$ cat config.mk
export PLATFORM = sky130hd
export DESIGN_NAME = lane_align
export DESIGN_NICKNAME = d
export VERILOG_FILES = /design/src/verilog/cache_pkg.sv /design/src/verilog/lane_align.sv
export VERILOG_INCLUDE_DIRS = /design/src /design/src/verilog
export SDC_FILE = /design/constraint.sdc
export NUM_CORES = 1
export LEC_CHECK = 0
export BUFFER_PORTS_ARGS = -buffer_cell sky130_fd_sc_hd__clkbuf_2
export CORE_ASPECT_RATIO = 1.75
export CORE_MARGIN = 2
export CORE_UTILIZATION = 35
export DETAILED_ROUTE_END_ITERATION = 7
export GPL_ROUTABILITY_DRIVEN = 0
export PLACE_DENSITY = 0.85
export SLEW_MARGIN = 20
export SYNTH_ARGS = -nofsm -noshare
export SYNTH_HDL_FRONTEND = slang
export SYNTH_SLANG_ARGS = --single-unit
$ cat constraint.sdc
create_clock -name vclk -period 1.8
set_clock_uncertainty 0.15 [all_clocks]
set_input_delay 0.09 -clock vclk [all_inputs]
set_output_delay 0.09 -clock vclk [all_outputs]
set_load 0.05 [all_outputs]
$ cat src/verilog/cache_config.svh
`ifndef CACHE_CONFIG_SVH
`define CACHE_CONFIG_SVH

// 2 KB direct mapped, 32-byte lines

`define CACHE_ADDR_W  32

`define CACHE_LINES   64
`define CACHE_WORDS   8     // 32-bit words per line

// address split: tag | index | word offset | byte offset
`define CACHE_INDEX_W 6
`define CACHE_WOFS_W  3
`define CACHE_TAG_W   21    // 32 - 6 - 3 - 2

`endif

$ cat src/verilog/cache_pkg.sv
`include "cache_config.svh"

package cache_pkg;

    // data port opcodes, encoding fixed by the core
    typedef enum logic [3:0] {
        LB  = 4'd0,
        LH  = 4'd1,
        LW  = 4'd2,
        LBU = 4'd3,
        LHU = 4'd4,
        SB  = 4'd5,
        SH  = 4'd6,
        SW  = 4'd7
    } mem_op_e;

    typedef enum logic [1:0] {
        IDLE,
        FILL,   // waiting on line read
        WRITE,  // waiting on word write-through
        DONE    // one cycle store grant
    } ctrl_state_e;

    // address fields
    typedef logic [`CACHE_TAG_W-1:0]   tag_t;
    typedef logic [`CACHE_INDEX_W-1:0] index_t;
    typedef logic [`CACHE_WOFS_W-1:0]  word_sel_t;

    // whole line, word 0 in the low bits
    typedef logic [`CACHE_WORDS*32-1:0] line_t;

endpackage

$ cat src/verilog/lane_align.sv
`timescale 1ns/1ns

module lane_align (
    input  cache_pkg::mem_op_e op,
    input  logic [1:0]         byte_ofs,
    input  logic [31:0]        rd_word,
    input  logic [31:0]        cpu_wdata,
    output logic [31:0]        load_data,
    output logic [31:0]        store_data,
    output logic [3:0]         store_be
);

    logic [7:0]  byte_lane;
    logic [15:0] half_lane;

    always_comb begin
        case (byte_ofs)
            2'd0:    byte_lane = rd_word[7:0];
            2'd1:    byte_lane = rd_word[15:8];
            2'd2:    byte_lane = rd_word[23:16];
            default: byte_lane = rd_word[31:24];
        endcase
    end

    // odd offsets fall back to the lower halfword of their half
    assign half_lane = byte_ofs[1] ? rd_word[31:16] : rd_word[15:0];

    always_comb begin
        case (op)
            cache_pkg::LB:  load_data = {{24{byte_lane[7]}}, byte_lane};
            cache_pkg::LBU: load_data = {24'b0, byte_lane};
            cache_pkg::LH:  load_data = {{16{half_lane[15]}}, half_lane};
            cache_pkg::LHU: load_data = {16'b0, half_lane};
            default:        load_data = rd_word;    // LW
        endcase
    end

    // stores replicate into every lane, strobes pick the live bytes
    always_comb begin
        store_data = cpu_wdata;
        store_be   = 4'b0000;
        case (op)
            cache_pkg::SB: begin
                store_data = {4{cpu_wdata[7:0]}};
                store_be   = 4'b0001 << byte_ofs;
            end
            cache_pkg::SH: begin
                store_data = {2{cpu_wdata[15:0]}};
                store_be   = byte_ofs[1] ? 4'b1100 : 4'b0011;
            end
            cache_pkg::SW: begin
                store_be = 4'b1111;
            end
            default: ;  // loads and unknown ops write nothing
        endcase
    end

endmodule

==> results.sh <==
export IMPL_utilization=0.5924
export IMPL_core_sq_um=3665
export IMPL_wl_microns=5189
export IMPL_end_kind="primary output"
export IMPL_power_density_nw_per_um2=471.2
export IMPL_max_cap_violations=0
export IMPL_clock_buffers=0
export IMPL_drv_slew=0
export IMPL_synth_nets=216
export IMPL_dr_pass1_iters=4
export IMPL_worstSetupStartpoint="op[0]"
export IMPL_min_from="cpu_wdata[1]"
export IMPL_antenna_found_initial=0
export IMPL_startpoint_type="input pin"
export IMPL_regArea_sq_um=0
export IMPL_yosysSeqAreaShare=0
export IMPL_ys_warn_count=0
export IMPL_rows=29
export IMPL_synth_common_cells="23 x mux2_2, 16 x o2bb2ai_1, 15 x a221o_1"
export IMPL_grt_pass1_wl_microns=7900
export IMPL_drc=0
export IMPL_die_area_sq_um=4363
export IMPL_ant_nets=0
export IMPL_leakage_nw=1.159
export IMPL_postCtsHoldBufs=0
export IMPL_critical_path_class="in -> out"
export IMPL_vias=1832
export IMPL_numSequentialCells=0
export IMPL_ys_top_cells_by_area="mux2_2 19%, mux4_2 13%, a221o_1 11%"
export IMPL_crit_required_ns=1.56
export IMPL_synth_most_common_cell="mux2_2"
export IMPL_die_x_microns=50.80
export IMPL_design_area_sq_um=2171
export IMPL_hold_path_class="in -> out"
export IMPL_ys_types=33
export IMPL_synth_area_sq_um=1341
export IMPL_setup_viol=0
export IMPL_critPathArrivalTime_ns=1.51
export IMPL_fin_crit_sh=0.9723
export IMPL_synthCells=146
export IMPL_hpwl_microns=4489
export IMPL_relSlewSlack=0.6779
export IMPL_clock_fmax_mhz=571.4
export IMPL_grt_max_degree=17
export IMPL_num_antenna_cells=0
export IMPL_finish_net_count=353
export IMPL_hold_violations=0
export IMPL_start_util=0.3660
export IMPL_portBuffers=138
export IMPL_overflow=0
export IMPL_worst_path_max_fanout=16
export IMPL_synth_top_area_cell="mux2_2"
export IMPL_holdWs_ns=0.3672
export IMPL_layout_min_cycle_time_ns=1.750
export IMPL_grt_usage=0.2214
export IMPL_drtIter0Drc=31
export IMPL_status="completed"
export IMPL_placed_cell_area_sq_um=2105
export IMPL_routed_via_density=5.602
export IMPL_fill_cells=344
export IMPL_routedWlPerCell_microns=15.87
export IMPL_first_global_vias=1705
export IMPL_drive_above_1_share=0.7153
export IMPL_tightest_slew_ns=0.4806
export IMPL_ir_worst_vdd_mv=0.3595
export IMPL_ios=138
export IMPL_synth_top_area_share=0.1931
export IMPL_avgSynthCellArea_sq_um=9.187
export IMPL_die_h_microns=85.89
export IMPL_area_growth_pct=61.85
[timing repair]
| item | in CTS | in global routing |
|---|---|---|
| endpoints found under the setup margin | 8 | 26 |
| gates resized for setup | 8 | 29 |
| buffers inserted | 0 | 2 |
| pin swaps | 0 | 2 |
[final cells by class]
| cell class | instances | area (sq um) | share of cell area |
|---|---|---|---|
| inverter | 1 | 3.754 | 0.001729 |
| multi-input combinational | 118 | 1187 | 0.5470 |
| tap | 46 | 57.56 | 0.02651 |
| timing repair buffer | 162 | 922.1 | 0.4248 |
[path summary, 6_finish.rpt]
path             end  slack [ns]  depth (start not counted)
min    store_data[1]        0.37                          2
max   store_data[23]        0.05                          8
[power by group]
group	total (mW)	internal (mW)	switching [mW]
Combinational	1.02	0.340	0.683
Clock	0	0	0
Sequential	0	0	0
[per-stage QoR]
| stage | setup WS, ns | TNS [ns] | total power, mW | cells |
|---|---|---|---|---|
| final | 0.04981 | 0 | 1.023 | 327 |
| after CTS | 0.0005261 | 0 | 1.011 | 325 |
| after global routing | -0.001083 | -0.001083 | 1.072 | 327 |
| after global placement | -0.1162 | -0.6217 | 0.9864 | 325 |
| after detailed placement | -0.1020 | -0.5893 | 1.002 | 325 |
| after floorplan | -0.1499 | -1.499 | 0.7324 | 146 |
[worst max-delay path, stage by stage]
cell and delay (ns):
clkbuf_2 0.11, buf_4 0.16, nor4bb_2 0.27, buf_4 0.17, nor2_4 0.04, buf_12 0.16, mux2_1 0.31, buf_4 0.19
[routing by layer]
layer,GRT usage,routed length [microns],vias to the layer above
met1,0.2232,1821,864
met2,0.4833,2999,93
met5,0,0,-
met3,0.02439,355,2
met4,0,13,0
li1,-,-,873
[kinds of logic (layout without fill, tap and decap cells)]
group	Yosys count	in the layout	synth area share
AOI/OAI and AO/OA	56	56	0.3601
xor gates and xnor gates	3	3	0.01959
buffers and inverters	28	163	0.1399
muxes	34	34	0.3601
and+or+nand+nor	25	25	0.1203
[layout by cell type, fill, tap and decap left out, types with 2 or more instances in the layout]
cell type,synthesis,routed
clkbuf_2,0,114
a221o_1,15,15
buf_2,9,15
buf_4,9,25
a21o_1,8,8
a22o_1,8,8
buf_12,0,2
a21oi_1,4,4
o21ai_0,2,2
nand3_1,2,2
clkbuf_4,0,5
mux4_2,8,8
nor2_1,3,3
xnor2_1,2,2
mux2_2,23,23
nand3b_1,2,2
and3_1,10,9
o2bb2ai_1,16,16
(Power assumes the default switching activity.)
