===== src/verilog/cache_config.svh =====
`ifndef CACHE_CONFIG_SVH
`define CACHE_CONFIG_SVH

// 2 KB direct mapped, 32-byte lines

`define CACHE_ADDR_W  32

`define CACHE_LINES   64
`define CACHE_WORDS   8     // 32-bit words per line

// address split: tag | index | word offset | byte offset
`define CACHE_INDEX_W 6
`define CACHE_WOFS_W  3
`define CACHE_TAG_W   21    // 32 - 6 - 3 - 2

`endif


===== src/verilog/cache_pkg.sv =====
`include "cache_config.svh"

package cache_pkg;

    // data port opcodes, encoding fixed by the core
    typedef enum logic [3:0] {
        LB  = 4'd0,
        LH  = 4'd1,
        LW  = 4'd2,
        LBU = 4'd3,
        LHU = 4'd4,
        SB  = 4'd5,
        SH  = 4'd6,
        SW  = 4'd7
    } mem_op_e;

    typedef enum logic [1:0] {
        IDLE,
        FILL,   // waiting on line read
        WRITE,  // waiting on word write-through
        DONE    // one cycle store grant
    } ctrl_state_e;

    // address fields
    typedef logic [`CACHE_TAG_W-1:0]   tag_t;
    typedef logic [`CACHE_INDEX_W-1:0] index_t;
    typedef logic [`CACHE_WOFS_W-1:0]  word_sel_t;

    // whole line, word 0 in the low bits
    typedef logic [`CACHE_WORDS*32-1:0] line_t;

endpackage


===== src/verilog/line_store_if.sv =====
`timescale 1ns/1ns

interface line_store_if;

    cache_pkg::index_t    index;
    cache_pkg::tag_t      tag;
    cache_pkg::word_sel_t word_sel;

    logic                 wr_en;      // strobed word write
    logic [31:0]          wr_data;
    logic [3:0]           wr_be;

    logic                 fill_en;    // whole line write, sets tag and valid
    cache_pkg::line_t     fill_line;

    logic                 hit;
    logic [31:0]          rd_word;

    modport ctrl (
        output index, tag, word_sel,
        output wr_en, wr_data, wr_be,
        output fill_en, fill_line,
        input  hit, rd_word
    );

    modport store (
        input  index, tag, word_sel,
        input  wr_en, wr_data, wr_be,
        input  fill_en, fill_line,
        output hit, rd_word
    );

endinterface


===== src/verilog/cache_ctrl.sv =====
`timescale 1ns/1ns
`include "cache_config.svh"

module cache_ctrl (
    input  logic                     clk,
    input  logic                     reset,

    // processor side
    input  logic                     data_req,
    input  cache_pkg::mem_op_e       data_op,
    input  logic [`CACHE_ADDR_W-1:0] cpu_addr,
    output logic                     data_gnt,
    output logic                     data_rvalid,
    output logic [31:0]              cpu_rdata,

    // memory side
    output logic [`CACHE_ADDR_W-1:0] mem_addr,
    output logic                     mem_read,
    output logic                     mem_write,
    output logic [31:0]              mem_wdata,
    output logic [3:0]               mem_be,
    input  cache_pkg::line_t         mem_rdata,
    input  logic                     mem_ready,

    // from lane_align
    input  logic [31:0]              load_data,
    input  logic [31:0]              store_data,
    input  logic [3:0]               store_be,

    line_store_if.ctrl               bus
);

    localparam int OFS_W = `CACHE_WOFS_W + 2;  // word plus byte offset bits

    cache_pkg::ctrl_state_e state;
    cache_pkg::ctrl_state_e next_state;

    logic is_load;
    logic is_store;

    always_comb begin
        is_load  = 1'b0;
        is_store = 1'b0;
        case (data_op)
            cache_pkg::LB,
            cache_pkg::LH,
            cache_pkg::LW,
            cache_pkg::LBU,
            cache_pkg::LHU: is_load = 1'b1;
            cache_pkg::SB,
            cache_pkg::SH,
            cache_pkg::SW:  is_store = 1'b1;
            default: ;
        endcase
    end

    // address split, request is held stable until grant
    assign bus.tag      = cpu_addr[`CACHE_ADDR_W-1 -: `CACHE_TAG_W];
    assign bus.index    = cpu_addr[OFS_W +: `CACHE_INDEX_W];
    assign bus.word_sel = cpu_addr[2 +: `CACHE_WOFS_W];

    assign bus.wr_data   = store_data;
    assign bus.wr_be     = store_be;
    assign bus.fill_line = mem_rdata;

    always_ff @(posedge clk) begin
        if (reset) begin
            state <= cache_pkg::IDLE;
        end else begin
            state <= next_state;
        end
    end

    always_comb begin
        next_state  = state;
        data_gnt    = 1'b0;
        data_rvalid = 1'b0;
        bus.wr_en   = 1'b0;
        bus.fill_en = 1'b0;

        case (state)
            cache_pkg::IDLE: begin
                if (data_req) begin
                    if (is_load) begin
                        if (bus.hit) begin
                            data_gnt    = 1'b1;   // zero cycle load hit
                            data_rvalid = 1'b1;
                        end else begin
                            next_state = cache_pkg::FILL;
                        end
                    end else if (is_store) begin
                        // write-through; a miss leaves the line alone
                        bus.wr_en  = bus.hit;
                        next_state = cache_pkg::WRITE;
                    end else begin
                        data_gnt = 1'b1;  // unknown op, no effect
                    end
                end
            end

            cache_pkg::FILL: begin
                if (mem_ready) begin
                    bus.fill_en = 1'b1;
                    next_state  = cache_pkg::IDLE;  // replays as a hit
                end
            end

            cache_pkg::WRITE: begin
                if (mem_ready) begin
                    next_state = cache_pkg::DONE;
                end
            end

            cache_pkg::DONE: begin
                data_gnt   = 1'b1;
                next_state = cache_pkg::IDLE;
            end

            default: next_state = cache_pkg::IDLE;
        endcase
    end

    // memory handshake straight off the state register
    assign mem_read  = (state == cache_pkg::FILL);
    assign mem_write = (state == cache_pkg::WRITE);

    // block aligned for a fill, word aligned for a write
    assign mem_addr = mem_read ? {cpu_addr[`CACHE_ADDR_W-1:OFS_W], {OFS_W{1'b0}}}
                               : {cpu_addr[`CACHE_ADDR_W-1:2], 2'b00};

    assign mem_wdata = store_data;
    assign mem_be    = mem_write ? store_be : 4'b0000;

    assign cpu_rdata = load_data;

endmodule


===== src/flat_wrapper.sv =====
// flat-port wrapper written by rule: the top's interface ports become plain ports
module cache_ctrl_flat 
  (clk, reset, data_req, data_op, cpu_addr, data_gnt, data_rvalid, cpu_rdata, mem_addr, mem_read, mem_write, mem_wdata, mem_be, mem_rdata, mem_ready, load_data, store_data, store_be, bus_index, bus_tag, bus_word_sel, bus_wr_en, bus_wr_data, bus_wr_be, bus_fill_en, bus_fill_line, bus_hit, bus_rd_word);
  line_store_if bus_i ();
  input  logic clk;
  input  logic reset;
  input  logic data_req;
  input  cache_pkg::mem_op_e data_op;
  input  logic [`CACHE_ADDR_W-1:0] cpu_addr;
  output logic data_gnt;
  output logic data_rvalid;
  output logic [31:0] cpu_rdata;
  output logic [`CACHE_ADDR_W-1:0] mem_addr;
  output logic mem_read;
  output logic mem_write;
  output logic [31:0] mem_wdata;
  output logic [3:0] mem_be;
  input  cache_pkg::line_t mem_rdata;
  input  logic mem_ready;
  input  logic [31:0] load_data;
  input  logic [31:0] store_data;
  input  logic [3:0] store_be;
  output wire logic [$bits(bus_i.index)-1:0] bus_index;
  output wire logic [$bits(bus_i.tag)-1:0] bus_tag;
  output wire logic [$bits(bus_i.word_sel)-1:0] bus_word_sel;
  output wire logic [$bits(bus_i.wr_en)-1:0] bus_wr_en;
  output wire logic [$bits(bus_i.wr_data)-1:0] bus_wr_data;
  output wire logic [$bits(bus_i.wr_be)-1:0] bus_wr_be;
  output wire logic [$bits(bus_i.fill_en)-1:0] bus_fill_en;
  output wire logic [$bits(bus_i.fill_line)-1:0] bus_fill_line;
  input wire logic [$bits(bus_i.hit)-1:0] bus_hit;
  input wire logic [$bits(bus_i.rd_word)-1:0] bus_rd_word;
  assign bus_index = bus_i.index;
  assign bus_tag = bus_i.tag;
  assign bus_word_sel = bus_i.word_sel;
  assign bus_wr_en = bus_i.wr_en;
  assign bus_wr_data = bus_i.wr_data;
  assign bus_wr_be = bus_i.wr_be;
  assign bus_fill_en = bus_i.fill_en;
  assign bus_fill_line = bus_i.fill_line;
  assign bus_i.hit = bus_hit;
  assign bus_i.rd_word = bus_rd_word;
  cache_ctrl u_core (.clk(clk), .reset(reset), .data_req(data_req), .data_op(data_op), .cpu_addr(cpu_addr), .data_gnt(data_gnt), .data_rvalid(data_rvalid), .cpu_rdata(cpu_rdata), .mem_addr(mem_addr), .mem_read(mem_read), .mem_write(mem_write), .mem_wdata(mem_wdata), .mem_be(mem_be), .mem_rdata(mem_rdata), .mem_ready(mem_ready), .load_data(load_data), .store_data(store_data), .store_be(store_be), .bus(bus_i));
endmodule

===== config.mk =====
export PLATFORM = sky130hd
export DESIGN_NAME = cache_ctrl_flat
export DESIGN_NICKNAME = d
export VERILOG_FILES = /design/src/verilog/cache_pkg.sv /design/src/verilog/line_store_if.sv /design/src/verilog/cache_ctrl.sv /design/src/flat_wrapper.sv
export VERILOG_INCLUDE_DIRS = /design/src /design/src/verilog
export SDC_FILE = /design/constraint.sdc
export NUM_CORES = 1
export LEC_CHECK = 0
export BUFFER_PORTS_ARGS = -buffer_cell sky130_fd_sc_hd__buf_2
export CAP_MARGIN = 0
export CORE_AREA = 2 2 323 325
export DETAILED_ROUTE_END_ITERATION = 16
export DIE_AREA = 0 0 325 327
export HOLD_SLACK_MARGIN = 0.02
export SLEW_MARGIN = 20
export SYNTH_ARGS = -nofsm -noshare
export SYNTH_HDL_FRONTEND = slang
export SYNTH_SLANG_ARGS = --single-unit

===== constraint.sdc =====
create_clock -name clk -period 3.83 [get_ports clk]
set_clock_uncertainty 0.15 [all_clocks]
set_input_delay 1.149 -clock clk [delete_from_list [all_inputs] [get_ports clk]]
set_output_delay 1.149 -clock clk [all_outputs]
set_load 0.05 [all_outputs]

==> report_table.html, run 1 <==
<table>
<tr><th>Metric</th><th>Value</th></tr>
<tr><th colspan="2">Power</th></tr>
<tr><td>Power density cells</td><td>237.0 nW/um^2</td></tr>
<tr><td>Total design power</td><td>0.0005439 W</td></tr>
<tr><td>Clock network fraction of total power</td><td>between 20 and 30%</td></tr>
<tr><td>Int Power</td><td>0.0002579 W</td></tr>
<tr><td>Switching power as a share of total power</td><td>52.58%</td></tr>
<tr><td>Worst ir drop on vdd</td><td>0.1611 mV</td></tr>
<tr><td>Share of power burned in combinational logic</td><td>64.2%</td></tr>
<tr><td>Sequential share of power</td><td>6.6%</td></tr>
<tr><td>Leakage component of the power</td><td>0.3383 nW</td></tr>
<tr><td>Net Sw Power</td><td>0.0002860 W</td></tr>
<tr><th colspan="2">Synthesis</th></tr>
<tr><td>Cell area after synthesis</td><td>between 3000 and 4000 sq um</td></tr>
<tr><td>Sequential-to-total area share from yosys stat</td><td>between 1 and 1.5%</td></tr>
<tr><td>Synth Warn #</td><td>0</td></tr>
<tr><td>Unique cell type count in the Yosys netlist</td><td>23</td></tr>
<tr><td>Most used flip-flop cell after synthesis</td><td>sky130_fd_sc_hd__dfxtp_1</td></tr>
<tr><td>Cell accounting for the most synthesized area</td><td>sky130_fd_sc_hd__buf_4</td></tr>
<tr><td>Seq cells post-synth</td><td>2</td></tr>
<tr><td>Most numerous cell types in the synthesized netlist</td><td>415 x sky130_fd_sc_hd__buf_4, 5 x sky130_fd_sc_hd__and2_1, 4 x sky130_fd_sc_hd__ha_1, 4 x sky130_fd_sc_hd__nor2_1, 4 x sky130_fd_sc_hd__nor2b_1</td></tr>
<tr><td>Mapped Cells</td><td>454</td></tr>
<tr><td>Top cell type's share of synthesized area</td><td>91.14%</td></tr>
<tr><td>Share of synthesized registers carrying an async set or reset</td><td>0%</td></tr>
<tr><td>Ranking of synthesized cells by area</td><td>sky130_fd_sc_hd__buf_4 91%, sky130_fd_sc_hd__ha_1 1.5%, sky130_fd_sc_hd__dfxtp_1 1.2%, sky130_fd_sc_hd__and2_1 0.92%, sky130_fd_sc_hd__nor2b_1 0.73%</td></tr>
<tr><td>EDFF count, synth</td><td>0</td></tr>
<tr><td>Per-instance average area after synthesis</td><td>7.529 sq um</td></tr>
<tr><td>Most numerous cell in the Yosys netlist</td><td>sky130_fd_sc_hd__buf_4</td></tr>
<tr><th colspan="2">Drt</th></tr>
<tr><td>Vias</td><td>1114</td></tr>
<tr><td>Pre-Repair DR Iteration Count</td><td>3</td></tr>
<tr><td>Routed Antenna Nets</td><td>0</td></tr>
<tr><td>Initial DRC Count</td><td>72</td></tr>
<tr><td>Number of remaining DRC errors</td><td>0</td></tr>
<tr><td>Vias/cell</td><td>about 0.76</td></tr>
<tr><td>Total wirelength of the detailed-routed design</td><td>approximately 45000 um</td></tr>
<tr><td>Routed wire per std cell</td><td>31.00 um</td></tr>
<tr><th colspan="2">GRT</th></tr>
<tr><td>Global Route Usage Sum</td><td>about 8.2%</td></tr>
<tr><td>Pin count of the biggest net entering global routing</td><td>9</td></tr>
<tr><td>Via count of the first global-routing pass</td><td>1151</td></tr>
<tr><td>Number of antenna violations at the first check in global routing</td><td>6</td></tr>
<tr><td>Sum of overflow across all layers after global routing</td><td>0</td></tr>
<tr><td>Wire length of the first global-routing pass</td><td>47480 um</td></tr>
<tr><th colspan="2">Floorplanning</th></tr>
<tr><td>Die Span Y</td><td>327 um</td></tr>
<tr><td>Die X-Extent</td><td>325 um</td></tr>
<tr><td>Total die area</td><td>around 110000 sq um</td></tr>
<tr><td>Standard-cell row count</td><td>118</td></tr>
<tr><td>Number of primary I/O pins</td><td>825</td></tr>
<tr><td>Total core area</td><td>~100000 sq um</td></tr>
<tr><td>Initial Util</td><td>3.322%</td></tr>
<tr><th colspan="2">Setup path</th></tr>
<tr><td>Element type at the critical path end</td><td>output port</td></tr>
<tr><td>Worst R2R Start</td><td>u_core.state[0]</td></tr>
<tr><td>Critical Path AT</td><td>2250 ps</td></tr>
<tr><td>Required time of the critical path</td><td>2530 ps</td></tr>
<tr><td>First element of the critical path</td><td>data_op[1]</td></tr>
<tr><td>Maximum fanout along the worst path</td><td>5</td></tr>
<tr><td>Slack of the worst reg-to-reg path</td><td>roughly 2000 ps</td></tr>
<tr><td>Kind of critical path</td><td>in -&gt; out</td></tr>
<tr><td>Element type at the critical path start</td><td>input port</td></tr>
<tr><td>R2r endpoint</td><td>u_core.state[1]</td></tr>
<tr><td>End point of the critical path</td><td>data_gnt</td></tr>
<tr><td>Cell depth of the worst flop-to-flop path</td><td>5</td></tr>
<tr><th colspan="2">Placed design</th></tr>
<tr><td>DP Worst Slack</td><td>273.7 ps</td></tr>
<tr><td>Number of port buffers</td><td>35</td></tr>
<tr><td>DP HPWL</td><td>43970 um</td></tr>
<tr><td>Final estimated routing congestion in global placement</td><td>roughly 0.61</td></tr>
<tr><th colspan="2">Clock tree</th></tr>
<tr><td>Number of buffers on the longest clock path</td><td>2</td></tr>
<tr><td>Number of setup buffers added after CTS</td><td>0</td></tr>
<tr><td>Count of instances resized after the clock tree is built</td><td>0</td></tr>
<tr><td>Clock transition at path regs</td><td>30 ps</td></tr>
<tr><td>Hold-fix buffers at CTS</td><td>0</td></tr>
<tr><td># H-tree levels</td><td>1</td></tr>
<tr><td>Root buffer cell</td><td>sky130_fd_sc_hd__clkbuf_16</td></tr>
<tr><td>Number of clock sinks</td><td>2</td></tr>
<tr><td>Worst-Skew Late Latency</td><td>between 200 and 250 ps</td></tr>
<tr><td>CTS tree</td><td>done</td></tr>
<tr><td>TritonCTS buffer count</td><td>3</td></tr>
<tr><th colspan="2">Finish</th></tr>
<tr><td>Leading registers by flop count</td><td>u_core.state x2</td></tr>
<tr><td>Share of cells above drive strength 1</td><td>between 50% and 60%</td></tr>
<tr><td>Total number of nets in the final design</td><td>around 480</td></tr>
<tr><td>Flip-flop count of the largest register after layout</td><td>2</td></tr>
<tr><td>Area overhead of the layout relative to synthesis</td><td>-32.87%</td></tr>
<tr><td>Largest register by flop count</td><td>u_core.state</td></tr>
<tr><td>Antenna Cells</td><td>0</td></tr>
<tr><th colspan="2">STA</th></tr>
<tr><td>Final max-slew violation count</td><td>0</td></tr>
<tr><td>Smallest hold slack</td><td>approximately 400 ps</td></tr>
<tr><td>Final-layout setup total negative slack</td><td>0 ps</td></tr>
<tr><td>Final hold violation count</td><td>0</td></tr>
<tr><td>Achievable frequency</td><td>281.7 MHz</td></tr>
<tr><td>Number of setup violations in the final report</td><td>0</td></tr>
<tr><td>Tmin final</td><td>3549 ps</td></tr>
<tr><td>Portion of the clock cycle consumed by the worst path in the final layout</td><td>92.67%</td></tr>
<tr><td>RSZ-0062 raised after global routing</td><td>false</td></tr>
<tr><td>Worst-case setup margin in the final layout</td><td>approximately 280 ps</td></tr>
<tr><th colspan="2">Outcome</th></tr>
<tr><td>Outcome</td><td>complete, no violations</td></tr>
<tr><th colspan="2">Min path</th></tr>
<tr><td>Hold/Removal Path Class</td><td>reg -&gt; reg</td></tr>
<tr><th colspan="2">Run</th></tr>
<tr><td>Maxcap violations</td><td>0</td></tr>
</table>
-- layout by cell type (no fill, tap or decap) --
cell	n
sky130_fd_sc_hd__a211oi_1	1
sky130_fd_sc_hd__a21bo_2	1
sky130_fd_sc_hd__a21oi_1	2
sky130_fd_sc_hd__a221o_1	1
sky130_fd_sc_hd__a221oi_2	1
sky130_fd_sc_hd__a32o_1	1
sky130_fd_sc_hd__and2_1	5
sky130_fd_sc_hd__and3_2	1
sky130_fd_sc_hd__and3b_1	1
sky130_fd_sc_hd__buf_2	35
sky130_fd_sc_hd__clkbuf_16	3
sky130_fd_sc_hd__conb_1	2
sky130_fd_sc_hd__dfxtp_1	2
sky130_fd_sc_hd__ha_1	4
sky130_fd_sc_hd__inv_1	3
sky130_fd_sc_hd__nand2_1	1
sky130_fd_sc_hd__nand2b_1	1
sky130_fd_sc_hd__nand2b_2	1
sky130_fd_sc_hd__nor2_1	4
sky130_fd_sc_hd__nor2b_1	4
sky130_fd_sc_hd__nor4_2	1
sky130_fd_sc_hd__o21ai_1	1
sky130_fd_sc_hd__o21ba_1	1
sky130_fd_sc_hd__o31ai_2	1
-- metrics by stage --
stage | area (sq um) | cells | util [%]
detailed placement | 2220 | 1455 | 2.157
finish | 2295 | 1458 | 2.230
global route | 2295 | 1458 | 2.230
global placement | 2220 | 1455 | 2.157
floorplan | 3433 | 455 | -
CTS | 2295 | 1458 | 2.230
-- kinds of logic (layout without fill, tap and decap cells) --
| group | after synthesis | after routing | synth area share, % |
|---|---|---|---|
| DFF | 2 | 2 | 1.171 |
| adders and majority gates | 4 | 4 | 1.464 |
| buffers and inverters | 418 | 41 | 91.47 |
| other | 1 | 2 | 0.1097 |
| and+or+nand+nor | 19 | 19 | 3.294 |
| AOI/OAI and AO/OA | 10 | 10 | 2.489 |
-- metal layers --
layer | global-route usage (%) | vias to the layer above | wire length [um]
met3 | 19.43 | 145 | 22560
met2 | 12.06 | 488 | 19100
met4 | 3.372 | 0 | 1982
met1 | 0.7222 | 268 | 1560
met5 | 0 | - | 0
li1 | - | 213 | -
-- how the worst min path moves through the flow --
stage / start / end / slack, ps / cells after the start
finish: u_core.state[1] / u_core.state[1] / 400 / 2
global placement: u_core.state[1] / u_core.state[1] / 380 / 2
CTS: u_core.state[1] / u_core.state[1] / 410 / 2
global route: u_core.state[1] / u_core.state[1] / 430 / 2
detailed placement: u_core.state[1] / u_core.state[1] / 400 / 2
floorplan: u_core.state[1] / u_core.state[1] / 350 / 2
-- layout make-up --
type	count	area, sq um
clock buffers	3	75.07
repair buffers	35	175.2
fillers	12330	100600
flip-flops and latches	2	40.04
multi-input cells	35	266.5
inverters	3	11.26
well taps	1380	1727
-- power by group through the flow --
stage	Sequential (W)	Clock [W]	Combinational, W
2_1_floorplan	0.0000352	0	0.00141
3_3_place_gp	0.0000357	0	0.000356
3_5_place_dp	0.0000367	0	0.000358
4_1_cts	0.0000363	0.000162	0.000359
5_1_grt	0.0000370	0.000163	0.000376
6_report	0.0000360	0.000159	0.000349
-- critical path, stage by stage --
cell and delay, ps:
sky130_fd_sc_hd__buf_2 100, sky130_fd_sc_hd__o21ai_1 320, sky130_fd_sc_hd__a21oi_1 140, sky130_fd_sc_hd__o31ai_2 220
sky130_fd_sc_hd__buf_2 310
(Power assumes the default switching activity.)
==> run 2: changes to the inputs <==
--- a/config.mk
+++ b/config.mk
@@ -6,11 +6,12 @@
 export SDC_FILE = /design/constraint.sdc
 export NUM_CORES = 1
 export LEC_CHECK = 0
+export ABC_AREA = 1
 export BUFFER_PORTS_ARGS = -buffer_cell sky130_fd_sc_hd__buf_2
 export CAP_MARGIN = 0
-export CORE_AREA = 2 2 323 325
+export CORE_AREA = 2 2 325 327
 export DETAILED_ROUTE_END_ITERATION = 16
-export DIE_AREA = 0 0 325 327
+export DIE_AREA = 0 0 327 329
 export HOLD_SLACK_MARGIN = 0.02
 export SLEW_MARGIN = 20
 export SYNTH_ARGS = -nofsm -noshare
==> run 2 against run 1 <==
Clock power about the same; total power up 4.4%; wire length down 0.29%; largest cell class unchanged; largest power group unchanged; synthesized cell count up 6.2%; critical path type unchanged; critical endpoint unchanged.
==> report_table.html, run 2 <==
<table>
<tr><th>Metric</th><th>Value</th></tr>
<tr><th colspan="2">Outcome</th></tr>
<tr><td>Outcome</td><td>complete, no violations</td></tr>
<tr><th colspan="2">Power</th></tr>
<tr><td>Clock network fraction of total power</td><td>27.7% (-1.5 points)</td></tr>
<tr><td>Power density cells</td><td>239.9 nW/um^2 (+1.2%)</td></tr>
<tr><td>Switching power as a share of total power</td><td>56.12% (+3.5 points)</td></tr>
<tr><td>Total design power</td><td>0.0005677 W (+4.4%)</td></tr>
<tr><td>Net Sw Power</td><td>0.0003186 W (+11%)</td></tr>
<tr><td>Int Power</td><td>0.0002491 W (-3.4%)</td></tr>
<tr><td>Leakage component of the power</td><td>0.4510 nW (+33%)</td></tr>
<tr><td>Worst ir drop on vdd</td><td>0.2246 mV (+39%)</td></tr>
<tr><td>Share of power burned in combinational logic</td><td>65.7% (+1.5 points)</td></tr>
<tr><td>Sequential share of power</td><td>6.6% (about the same)</td></tr>
<tr><th colspan="2">Synthesis</th></tr>
<tr><td>Most used flip-flop cell after synthesis</td><td>sky130_fd_sc_hd__dfxtp_1</td></tr>
<tr><td>Ranking of synthesized cells by area</td><td>sky130_fd_sc_hd__buf_4 90%, sky130_fd_sc_hd__nand2_1 2.4%, sky130_fd_sc_hd__inv_1 1.8%, sky130_fd_sc_hd__ha_1 1.4%, sky130_fd_sc_hd__nor2_1 1.2%</td></tr>
<tr><td>Most numerous cell in the Yosys netlist</td><td>sky130_fd_sc_hd__buf_4</td></tr>
<tr><td>Cell accounting for the most synthesized area</td><td>sky130_fd_sc_hd__buf_4</td></tr>
<tr><td>Unique cell type count in the Yosys netlist</td><td>15 (-35%)</td></tr>
<tr><td>Mapped Cells</td><td>482 (+6.2%)</td></tr>
<tr><td>Sequential-to-total area share from yosys stat</td><td>1.154% (-0.017 points)</td></tr>
<tr><td>Most numerous cell types in the synthesized netlist</td><td>415 x sky130_fd_sc_hd__buf_4, 22 x sky130_fd_sc_hd__nand2_1, 17 x sky130_fd_sc_hd__inv_1</td></tr>
<tr><td>Synth Warn #</td><td>0 (unchanged)</td></tr>
<tr><td>Cell area after synthesis</td><td>3468 sq um (+1.5%)</td></tr>
<tr><td>Per-instance average area after synthesis</td><td>7.196 sq um (-4.4%)</td></tr>
<tr><td>Seq cells post-synth</td><td>2 (unchanged)</td></tr>
<tr><td>EDFF count, synth</td><td>0 (unchanged)</td></tr>
<tr><td>Top cell type's share of synthesized area</td><td>89.83% (-1.3 points)</td></tr>
<tr><td>Share of synthesized registers carrying an async set or reset</td><td>0% (unchanged)</td></tr>
<tr><th colspan="2">Placed design</th></tr>
<tr><td>Post-detailed-placement cell area</td><td>2286 sq um (+3.0%)</td></tr>
<tr><td>Cell count after placement</td><td>1495 (+2.7%)</td></tr>
<tr><td>DP Worst Slack</td><td>389.8 ps (+116.1 ps)</td></tr>
<tr><td>DP HPWL</td><td>43690 um (-0.63%)</td></tr>
<tr><td>Final estimated routing congestion in global placement</td><td>0.6018 (-1.9%)</td></tr>
<tr><td>Number of port buffers</td><td>35 (unchanged)</td></tr>
<tr><th colspan="2">Drt</th></tr>
<tr><td>Vias/cell</td><td>0.8093 (+5.9%)</td></tr>
<tr><td>Routed Antenna Nets</td><td>0 (unchanged)</td></tr>
<tr><td>Pre-Repair DR Iteration Count</td><td>4 (+1)</td></tr>
<tr><td>Initial DRC Count</td><td>44 (-39%)</td></tr>
<tr><td>Number of remaining DRC errors</td><td>0 (unchanged)</td></tr>
<tr><td>Routed wire per std cell</td><td>30.05 um (-3.1%)</td></tr>
<tr><td>Vias</td><td>1214 (+9.0%)</td></tr>
<tr><td>Total wirelength of the detailed-routed design</td><td>45070 um (-0.29%)</td></tr>
<tr><th colspan="2">Finish</th></tr>
<tr><td>Area overhead of the layout relative to synthesis</td><td>-31.78%</td></tr>
<tr><td>Commonest cells after routing, fill and taps aside</td><td>35 x sky130_fd_sc_hd__buf_2, 22 x sky130_fd_sc_hd__nand2_1, 17 x sky130_fd_sc_hd__inv_1</td></tr>
<tr><td>Total number of nets in the final design</td><td>510 (+6.0%)</td></tr>
<tr><td>Cell area after layout</td><td>2366 sq um (+3.1%)</td></tr>
<tr><td>Flip-flop count of the largest register after layout</td><td>2 (unchanged)</td></tr>
<tr><td>Leading cell type in the layout, fill and taps excluded</td><td>sky130_fd_sc_hd__buf_2</td></tr>
<tr><td>Final cell count without fillers</td><td>1500 (+2.9%)</td></tr>
<tr><td>Leading registers by flop count</td><td>u_core.state x2</td></tr>
<tr><td>Share of cells above drive strength 1</td><td>41.12% (-15 points)</td></tr>
<tr><td>Largest register by flop count</td><td>u_core.state</td></tr>
<tr><th colspan="2">STA</th></tr>
<tr><td>Final-layout setup total negative slack</td><td>0 ps (unchanged)</td></tr>
<tr><td>Portion of the clock cycle consumed by the worst path in the final layout</td><td>89.47% (-3.2 points)</td></tr>
<tr><td>RSZ-0062 raised after global routing</td><td>false</td></tr>
<tr><td>Achievable frequency</td><td>291.8 MHz (+3.6%)</td></tr>
<tr><td>Number of setup violations in the final report</td><td>0 (unchanged)</td></tr>
<tr><td>Final hold violation count</td><td>0 (unchanged)</td></tr>
<tr><td>Worst-case setup margin in the final layout</td><td>403.3 ps (+122.7 ps)</td></tr>
<tr><td>Final max-slew violation count</td><td>0 (unchanged)</td></tr>
<tr><td>Tmin final</td><td>3427 ps (-122.7 ps)</td></tr>
<tr><th colspan="2">Clock tree</th></tr>
<tr><td># H-tree levels</td><td>1 (unchanged)</td></tr>
<tr><td>Count of instances resized after the clock tree is built</td><td>0 (unchanged)</td></tr>
<tr><td>Root buffer cell</td><td>sky130_fd_sc_hd__clkbuf_16</td></tr>
<tr><td>Number of clock sinks</td><td>2 (unchanged)</td></tr>
<tr><td>Number of setup buffers added after CTS</td><td>0 (unchanged)</td></tr>
<tr><td>Clock transition at path regs</td><td>30 ps (about the same)</td></tr>
<tr><td>Hold-fix buffers at CTS</td><td>0 (unchanged)</td></tr>
<tr><td>Number of buffers on the longest clock path</td><td>2 (unchanged)</td></tr>
<tr><td>Worst-Skew Late Latency</td><td>220 ps (about the same)</td></tr>
<tr><td>CTS tree</td><td>done</td></tr>
<tr><td>TritonCTS buffer count</td><td>3 (unchanged)</td></tr>
<tr><th colspan="2">GRT</th></tr>
<tr><td>Number of antenna violations at the first check in global routing</td><td>6 (unchanged)</td></tr>
<tr><td>Global Route Usage Sum</td><td>8.030% (-0.15 points)</td></tr>
<tr><td>Pin count of the biggest net entering global routing</td><td>8 (-1)</td></tr>
<tr><td>Wire length of the first global-routing pass</td><td>47310 um (-0.36%)</td></tr>
<tr><td>Sum of overflow across all layers after global routing</td><td>0 (unchanged)</td></tr>
<tr><td>Via count of the first global-routing pass</td><td>1264 (+9.8%)</td></tr>
<tr><th colspan="2">Floorplanning</th></tr>
<tr><td>Total die area</td><td>107600 sq um (+1.2%)</td></tr>
<tr><td>Die X-Extent</td><td>327 um (+0.62%)</td></tr>
<tr><td>Number of primary I/O pins</td><td>825 (unchanged)</td></tr>
<tr><td>Total core area</td><td>104400 sq um (+1.4%)</td></tr>
<tr><td>Die Span Y</td><td>329 um (+0.61%)</td></tr>
<tr><td>Initial Util</td><td>3.323% (about the same)</td></tr>
<tr><td>Standard-cell row count</td><td>119 (+0.85%)</td></tr>
<tr><th colspan="2">Setup path</th></tr>
<tr><td>Element type at the critical path start</td><td>input port</td></tr>
<tr><td>Cell depth of the worst flop-to-flop path</td><td>8 (+3)</td></tr>
<tr><td>Kind of critical path</td><td>in -&gt; out</td></tr>
<tr><td>Critical Path AT</td><td>2130 ps (-120 ps)</td></tr>
<tr><td>Required time of the critical path</td><td>2530 ps (about the same)</td></tr>
<tr><td>Maximum fanout along the worst path</td><td>2 (-3)</td></tr>
<tr><td>Element type at the critical path end</td><td>output port</td></tr>
<tr><th colspan="2">Run</th></tr>
<tr><td>Maxcap violations</td><td>0 (unchanged)</td></tr>
<tr><th colspan="2">Min path</th></tr>
<tr><td>Hold/Removal Path Class</td><td>reg -&gt; reg</td></tr>
<tr><td>Hold path depth</td><td>4 (+2)</td></tr>
</table>
run 2: cell count changes after synthesis, moves of 2 or more:
| cell | delta |
|---|---|
| sky130_fd_sc_hd__and2_1 | -5 |
| sky130_fd_sc_hd__inv_1 | +14 |
| sky130_fd_sc_hd__nand2_1 | +21 |
| sky130_fd_sc_hd__nand2_2 | +2 |
| sky130_fd_sc_hd__nor2_1 | +7 |
| sky130_fd_sc_hd__nor2b_1 | -4 |
run 2: power by group through the flow:
stage | clock, W | sequential (W) | combinational, W
final | 0.000157 | 0.0000376 | 0.000373
after global routing | 0.000163 | 0.0000395 | 0.000411
after CTS | 0.000161 | 0.0000376 | 0.000387
after detailed placement | 0 | 0.0000379 | 0.000385
after global placement | 0 | 0.0000376 | 0.000385
after floorplan | 0 | 0.0000364 | 0.00142
run 2: logic make-up after synthesis:
group / Yosys count / synth area share (%)
other: 1 / 0.1081
AO/OA/AOI/OAI: 3 / 0.7577
flip-flops: 2 / 1.154
buffers and inverters: 433 / 91.77
adder cells (fa/ha/maj): 4 / 1.443
AND/OR/NAND/NOR: 39 / 4.762
run 2: path summary, 6_finish.rpt:
kind	start	endpoint	slack [ps]
worst max register to register	u_core.state[0]	u_core.state[0]	2230
worst min-delay path	u_core.state[1]	u_core.state[1]	450
worst min register to register	u_core.state[1]	u_core.state[1]	450
worst max-delay path	data_op[1]	data_gnt	400
run 2: final cells by class:
class                   count  area [sq um]
diodes                      2         5.005
clock buffers               3         75.07
inverters                  18         67.56
fillers                 12450        102000
repair buffers             36         182.7
flip-flops and latches      2         40.04
well taps                1391          1740
multi-input cells          48         255.2
run 2: metrics by stage:
| step | hold WS, ps | util [%] |
|---|---|---|
| 2_1_floorplan | 405.1 | - |
| 3_3_place_gp | 443.4 | 2.190 |
| 3_5_place_dp | 453.0 | 2.190 |
| 4_1_cts | 457.0 | 2.262 |
| 5_1_grt | 495.3 | 2.262 |
| 6_report | 449.1 | 2.267 |
run 2: routing by layer:
layer  vias to the layer above  GRT usage, %  share of wire [%]
li1                        273             -                  -
met2                       453         12.14                 43
met4                         6         2.523                3.7
met3                       160         17.60                 46
met5                         -         2.304               0.78
met1                       322         1.482                6.6
run 2: critical path: stages:
cell	delay (ps)
sky130_fd_sc_hd__buf_2	120
sky130_fd_sc_hd__nor2_1	100
sky130_fd_sc_hd__nor2_1	40
sky130_fd_sc_hd__buf_4	140
sky130_fd_sc_hd__a21oi_1	110
sky130_fd_sc_hd__nand2_1	60
sky130_fd_sc_hd__a21oi_1	120
sky130_fd_sc_hd__buf_2	280
